### src/global_buffer_pkg.sv
// ~~~~~~~~~~~~~~~~~~~~~~~~~~~~~~~~~~~~~~~~~~~~~~~~~~~~~~~~~~
// shared widths, address fields and chain packet types for
// the global buffer tile chain.
// imported by every rtl module and by the testbench.
// ~~~~~~~~~~~~~~~~~~~~~~~~~~~~~~~~~~~~~~~~~~~~~~~~~~~~~~~~~~
package global_buffer_pkg;

    // ~~~~~~~~~~~~~~~~~~~~~~~~~~~~~~~~~~~~~~~~~~~~~~~~~~~~~~~~~~
    // processor side widths
    // ~~~~~~~~~~~~~~~~~~~~~~~~~~~~~~~~~~~~~~~~~~~~~~~~~~~~~~~~~~
    // one bank word.
    localparam int BANK_DATA_WIDTH = 64;
    // one strobe bit per byte lane.
    localparam int BANK_STRB_WIDTH = BANK_DATA_WIDTH / 8;
    // byte address from the processor.
    localparam int GLB_ADDR_WIDTH = 16;
    // address bits below the word index.
    localparam int BANK_BYTE_OFFSET = 3;
    // tile select, sits right above the bank word index.
    localparam int TILE_SEL_WIDTH = 4;

    // ~~~~~~~~~~~~~~~~~~~~~~~~~~~~~~~~~~~~~~~~~~~~~~~~~~~~~~~~~~
    // configuration bus
    // ~~~~~~~~~~~~~~~~~~~~~~~~~~~~~~~~~~~~~~~~~~~~~~~~~~~~~~~~~~
    localparam int CFG_DATA_WIDTH = 32;
    localparam int CFG_ADDR_WIDTH = 8;
    // upper nibble is the tile id.
    localparam int CFG_TILE_ID_WIDTH = 4;
    // lower nibble is the register index.
    localparam int CFG_REG_IDX_WIDTH = 4;

    // register map inside each tile.
    localparam logic [CFG_REG_IDX_WIDTH-1:0] CFG_REG_WPROT = 4'd0;
    localparam logic [CFG_REG_IDX_WIDTH-1:0] CFG_REG_SCRATCH = 4'd1;

    // ~~~~~~~~~~~~~~~~~~~~~~~~~~~~~~~~~~~~~~~~~~~~~~~~~~~~~~~~~~
    // chain packets
    // ~~~~~~~~~~~~~~~~~~~~~~~~~~~~~~~~~~~~~~~~~~~~~~~~~~~~~~~~~~
    // byte strobed write request.
    typedef struct packed {
        logic                       wr_en;
        logic [BANK_STRB_WIDTH-1:0] wr_strb;
        logic [GLB_ADDR_WIDTH-1:0]  wr_addr;
        logic [BANK_DATA_WIDTH-1:0] wr_data;
    } wr_packet_t;

    // read request.
    typedef struct packed {
        logic                      rd_en;
        logic [GLB_ADDR_WIDTH-1:0] rd_addr;
    } rdrq_packet_t;

    // read response, filled in by the owning tile.
    typedef struct packed {
        logic                       rd_data_valid;
        logic [BANK_DATA_WIDTH-1:0] rd_data;
    } rdrs_packet_t;

    // one chain word, used east and west bound.
    typedef struct packed {
        wr_packet_t   wr;
        rdrq_packet_t rdrq;
        rdrs_packet_t rdrs;
    } packet_t;

    // config request and response in one word.
    typedef struct packed {
        logic                      wr_en;
        logic                      rd_en;
        logic [CFG_ADDR_WIDTH-1:0] addr;
        logic [CFG_DATA_WIDTH-1:0] wr_data;
        logic                      rd_data_valid;
        logic [CFG_DATA_WIDTH-1:0] rd_data;
    } cfg_packet_t;

endpackage

### src/glb_start.sv
// ~~~~~~~~~~~~~~~~~~~~~~~~~~~~~~~~~~~~~~~~~~~~~~~~~~~~~~~~~~
// west end of the tile chain.
// packs processor and config requests into chain packets
// and registers the responses coming back from tile 0.
// ~~~~~~~~~~~~~~~~~~~~~~~~~~~~~~~~~~~~~~~~~~~~~~~~~~~~~~~~~~
`timescale 1ns/1ns

module glb_start (
    input  logic                                         clk,
    input  logic                                         rst,

    // processor requests
    input  logic                                         proc_wr_en,
    input  logic [global_buffer_pkg::BANK_STRB_WIDTH-1:0] proc_wr_strb,
    input  logic [global_buffer_pkg::GLB_ADDR_WIDTH-1:0]  proc_wr_addr,
    input  logic [global_buffer_pkg::BANK_DATA_WIDTH-1:0] proc_wr_data,
    input  logic                                         proc_rd_en,
    input  logic [global_buffer_pkg::GLB_ADDR_WIDTH-1:0]  proc_rd_addr,
    output logic                                         proc_rd_data_valid,
    output logic [global_buffer_pkg::BANK_DATA_WIDTH-1:0] proc_rd_data,

    // config bus
    input  global_buffer_pkg::cfg_packet_t                cfg_req,
    output global_buffer_pkg::cfg_packet_t                cfg_rsp,

    // chain side
    output global_buffer_pkg::packet_t                    proc_packet_esto,
    input  global_buffer_pkg::packet_t                    proc_packet_wsti,
    output global_buffer_pkg::cfg_packet_t                cfg_esto,
    input  global_buffer_pkg::cfg_packet_t                cfg_wsti
);
    import global_buffer_pkg::*;

    // ~~~~~~~~~~~~~~~~~~~~~~~~~~~~~~~~~~~~~~~~~~~~~~~~~~~~~~~~~~
    // east bound request stage
    // ~~~~~~~~~~~~~~~~~~~~~~~~~~~~~~~~~~~~~~~~~~~~~~~~~~~~~~~~~~
    // response fields start out empty.
    always_ff @(posedge clk) begin
        if (rst) begin
            proc_packet_esto <= '0;
            cfg_esto <= '0;
        end else begin
            proc_packet_esto.wr <= '{wr_en: proc_wr_en, wr_strb: proc_wr_strb,
                                     wr_addr: proc_wr_addr, wr_data: proc_wr_data};
            proc_packet_esto.rdrq <= '{rd_en: proc_rd_en, rd_addr: proc_rd_addr};
            proc_packet_esto.rdrs <= '0;
            cfg_esto <= '{wr_en: cfg_req.wr_en, rd_en: cfg_req.rd_en,
                          addr: cfg_req.addr, wr_data: cfg_req.wr_data,
                          rd_data_valid: 1'b0, rd_data: '0};
        end
    end

    // ~~~~~~~~~~~~~~~~~~~~~~~~~~~~~~~~~~~~~~~~~~~~~~~~~~~~~~~~~~
    // processor facing response stage
    // ~~~~~~~~~~~~~~~~~~~~~~~~~~~~~~~~~~~~~~~~~~~~~~~~~~~~~~~~~~
    // only the response part comes back west.
    always_ff @(posedge clk) begin
        if (rst) begin
            proc_rd_data_valid <= 1'b0;
            proc_rd_data <= '0;
            cfg_rsp <= '0;
        end else begin
            proc_rd_data_valid <= proc_packet_wsti.rdrs.rd_data_valid;
            proc_rd_data <= proc_packet_wsti.rdrs.rd_data;
            cfg_rsp <= '{wr_en: 1'b0, rd_en: 1'b0, addr: '0, wr_data: '0,
                         rd_data_valid: cfg_wsti.rd_data_valid,
                         rd_data: cfg_wsti.rd_data};
        end
    end

endmodule

### config.mk
export PLATFORM = sky130hd
export DESIGN_NAME = glb_start
export DESIGN_NICKNAME = d
export VERILOG_FILES = /design/src/global_buffer_pkg.sv /design/src/glb_start.sv
export SDC_FILE = /design/constraint.sdc
export NUM_CORES = 1
export LEC_CHECK = 0
export ABC_AREA = 1
export BUFFER_PORTS_ARGS = -buffer_cell sky130_fd_sc_hd__clkbuf_2
export CAP_MARGIN = 10
export CORE_AREA = 2 2 320 322
export DETAILED_ROUTE_END_ITERATION = 10
export DIE_AREA = 0 0 322 324
export GPL_TIMING_DRIVEN = 0
export PLACE_DENSITY_LB_ADDON = 0.08
export SLEW_MARGIN = 0
export SYNTH_ARGS = -nofsm -noshare
export SYNTH_HDL_FRONTEND = slang
export SYNTH_SLANG_ARGS = --single-unit
### constraint.sdc
create_clock -name clk -period 0.8 [get_ports clk]
set_input_delay 0.16 -clock clk [delete_from_list [all_inputs] [get_ports clk]]
set_output_delay 0.16 -clock clk [all_outputs]
set_load 0.03 [all_outputs]
### Word level (Yosys, flattened, before mapping)

Index checks and enable logic that the tools add are counted.

| word-level totals | value |
|---|---|
| latch bits | 0 |
| memory bits (read-only) | 0 |
| register bits | 386 |
| memories kept | 0 |
| input port bits | 429 |
| memory bits (writable) | 0 |

| cells by class | value |
|---|---|
| add/sub/neg operators | 0 |
| order comparisons | 0 |
| shift-type cells | 0 |
| bitwise gates (word level) | 0 |
| equal/unequal tests | 0 |
| reductions and logical operators | 0 |
| muxes and demuxes | 0 |
| multiply operators | 0 |
| divide/modulo/power cells | 0 |

### Longest topological paths before layout

| logic depth | value |
|---|---|
| word-level depth | 0 |
| mapped depth | 3 |
| mapped depth without buffers | 2 |

### Worst setup path before layout

No wires, ideal clock.

| timing path | value |
|---|---|
| path kind | reg-to-output |
| start point | register cfg_esto[33] (netlist bit) |
| end point | output cfg_esto[33] (netlist bit) |
| stages on the path, launching flop included | 1 |
| path slack | 181 ps |
| arrival time | 459 ps |
| buffers on the path | 0 |
| data required time | 640 ps |
| cell sequence | dfxtp_1 |

RTL lines:

| what | line | RTL |
|---|---|---|
| start: declaration | glb_start.sv:29 | `output global_buffer_pkg::cfg_packet_t cfg_esto,` |
| start signal: assignment | glb_start.sv:47 | `cfg_esto <= '{wr_en: cfg_req.wr_en, rd_en: cfg_req.rd_en,` |

No word-level cell between the ends.

### Worst setup path in the final report

| timing path | value |
|---|---|
| start point | register cfg_rsp[16] (netlist bit) |
| end point | output cfg_rsp[16] (netlist bit) |

RTL lines:

| what | line | RTL |
|---|---|---|
| start: declaration | glb_start.sv:24 | `output global_buffer_pkg::cfg_packet_t cfg_rsp,` |
| start signal: assignment | glb_start.sv:65 | `cfg_rsp <= '{wr_en: 1'b0, rd_en: 1'b0, addr: '0, wr_data: '0,` |

No word-level cell between the ends.

==> metrics.txt <==
Chip Width=322 um; min-delay worst type=in2reg; portion of total power attributed to combinational logic=20.0%; Lkg Pwr=9.80 nW; Reg power frac=36.0%; Residual DRC=0; Syn Area/Cell=9.05 um^2; Arrival @ worst endpoint=1.08 ns; DRT met1 WL=14,000 um; final wirelength=37,100 um; outcome=finished, violations left; Distinct cells, synth=8; root buf cell=clkbuf_16; crit path buf inv count=1; GRT overflow=0; GPL Wtd Cong=0.699; number of max-cap violations=0; htree depth=2; clk sinks=246; die footprint=0.104 mm^2; crit-path max FO=1; TritonCTS clock tree=done; setup TNS after final layout=-92.21 ns; filler cell count=11,300; post-synth top area share=60.0%; dpl hpwl=29,400 um; Setup Buffers After CTS=0; CP max-delay cell=dfxtp_2; Initial Util=8.12%; pre-CTS setup slack=-0.175 ns; vias per cell=2.54; Clock Tree Buf Depth=3; DIE HEIGHT=324 um; Peak VDD IR=1100 uV; layout cells sized above 1=52.0%; met3 wire length=4800 um; routed len/inst=11.7 um; Inserted Clock Buffers=37; Warnings, synthesis=0; total power=37.5 mW; internal power=26.8 mW; FP Rows=117; # setup viols final=246; # IOs=815; sw frac=28.4%; CP Capture Type=primary output; final instance area=0.0194 mm^2; power share of the clock group=44.1%; Top Layer Used=met5; startpoint class of the critical path=flip-flop; Layout Nets=2,252; worst stage delay on the critical path=0.33 ns; minimum clock period=1.24 ns; failing checks=negative setup slack; Final Hold Fails=0; Clk pin slew, worst setup/hold paths=0.06 ns; sequential share of the synthesized area=60.0%; final max-slew violation count=0; sw power=10.7 mW; area leader, netlist=dfxtp_1; vias in the first global route=8,193; Final Cycle Share=155%; Post-Syn Area=0.00820 mm^2; placeable core area=0.101 mm^2; Required @ worst endpoint=0.64 ns; Cell Pwr Density=1940 mW/mm^2; initial antenna violation count=5; Top delay family on crit path=flip-flops; Port Buffers=492; first-pass GRT wire length=51,300 um; synthesized flop and latch total=246; fmax=0.809 GHz; top area cells in the synthesized netlist=dfxtp_1 (60%), buf_4 (13%), inv_1 (11%); largest net degree at the start of global routing=11; RSZ-0062 raised after global routing=true; GR Util All Layers=6.78%; Synth Instances=906; 1st-pass router iterations=4; WL met2=17,300 um; synthesis-to-finish area growth=136%; Post-DRT Antenna Nets=0; DR iter-0 viols=140; Vias=8,029; Crit Path Class=reg2out; Placed Area=0.0128 mm^2; Cell Chain, Critical Path=clkbuf_16; Final WS setup=-0.437 ns
## metal layers
layer	up-vias	GRT usage [%]
met5	-	0
met4	4	2.66
met3	55	3.53
met2	437	11.2
met1	3491	7.27
li1	4042	-
## final timing paths
check                           to  depth (start not counted)   startpoint  slack, ns
hold / removal    proc_rd_data[58]                          3          rst       0.07
setup / recovery       cfg_rsp[16]                          1  cfg_rsp[16]      -0.44
## cells in the final DEF (no fill, tap or decap)
master / Yosys / final
dlygate4sd3_1: 0 / 247
inv_1: 246 / 246
clkbuf_2: 0 / 246
nor2_1: 246 / 245
dfxtp_2: 0 / 243
buf_8: 0 / 240
buf_4: 140 / 140
conb_1: 1 / 140
clkbuf_16: 0 / 44
clkbuf_8: 15 / 25
clkbuf_1: 0 / 10
buf_6: 8 / 8
buf_12: 4 / 4
clkinv_2: 0 / 4
diode_2: 0 / 3
dfxtp_4: 0 / 3
nor2_2: 0 / 1
inv_16: 0 / 1
clkinv_8: 0 / 1
clkinvlp_4: 0 / 1
bufinv_16: 0 / 1
## cells in the mapped netlist
| cell | number |
|---|---|
| dfxtp_1 | 246 |
| inv_1 | 246 |
| buf_12 | 4 |
| clkbuf_8 | 15 |
| conb_1 | 1 |
| nor2_1 | 246 |
| buf_6 | 8 |
| buf_4 | 140 |
## cells by family (layout without fill, tap and decap cells)
logic type / count (synthesis) / after routing / share of synthesized area [%]
other: 1 / 143 / 0.0457
and+or+nand+nor: 246 / 246 / 11.3
buffers and inverters: 413 / 1218 / 28.7
DFF: 246 / 246 / 60.0
## cell type report
cell class / count / area [um^2] / area share, %
buffer: 167 / 1430 / 7.37
inverter: 246 / 923 / 4.77
antenna: 3 / 7.51 / 0.0388
clock inverter: 8 / 93.8 / 0.485
tap: 1309 / 1640 / 8.46
multi-input combinational: 386 / 1450 / 7.49
sequential: 246 / 5240 / 27.1
timing repair buffer: 739 / 7460 / 38.5
clock buffer: 58 / 1130 / 5.82
## metrics by stage
stage	util (%)	hold WS [ns]	std cells
6_report	19.2	0.0688	3162
3_5_place_dp	12.7	0.355	2846
4_1_cts	18.8	0.0393	3159
2_1_floorplan	-	0.267	1045
3_3_place_gp	12.7	0.358	2846
5_1_grt	19.2	0.0663	3161
## flip-flops by register name, summed over array words and instances (netlist names)
name / count
proc_rd_data: 64
proc_packet_esto: 106
cfg_rsp: 33
proc_rd_data_valid: 1
cfg_esto: 42
## power by group through the flow
stage | Combinational, mW | Clock (mW) | Sequential, mW
2_1_floorplan | 2.14 | 0 | 14.7
3_3_place_gp | 5.33 | 0 | 13.4
3_5_place_dp | 5.28 | 0 | 13.4
4_1_cts | 7.32 | 17.6 | 13.3
5_1_grt | 8.01 | 18.0 | 13.5
6_report | 7.48 | 16.5 | 13.5
## timing repair
item,in CTS,in global routing
hold buffers,247,0
pin swaps,0,0
setup endpoints to repair,246,247
endpoints found under the hold margin,246,0
gates resized for setup,732,256
No activity file was read; power rests on OpenSTA's default activity.
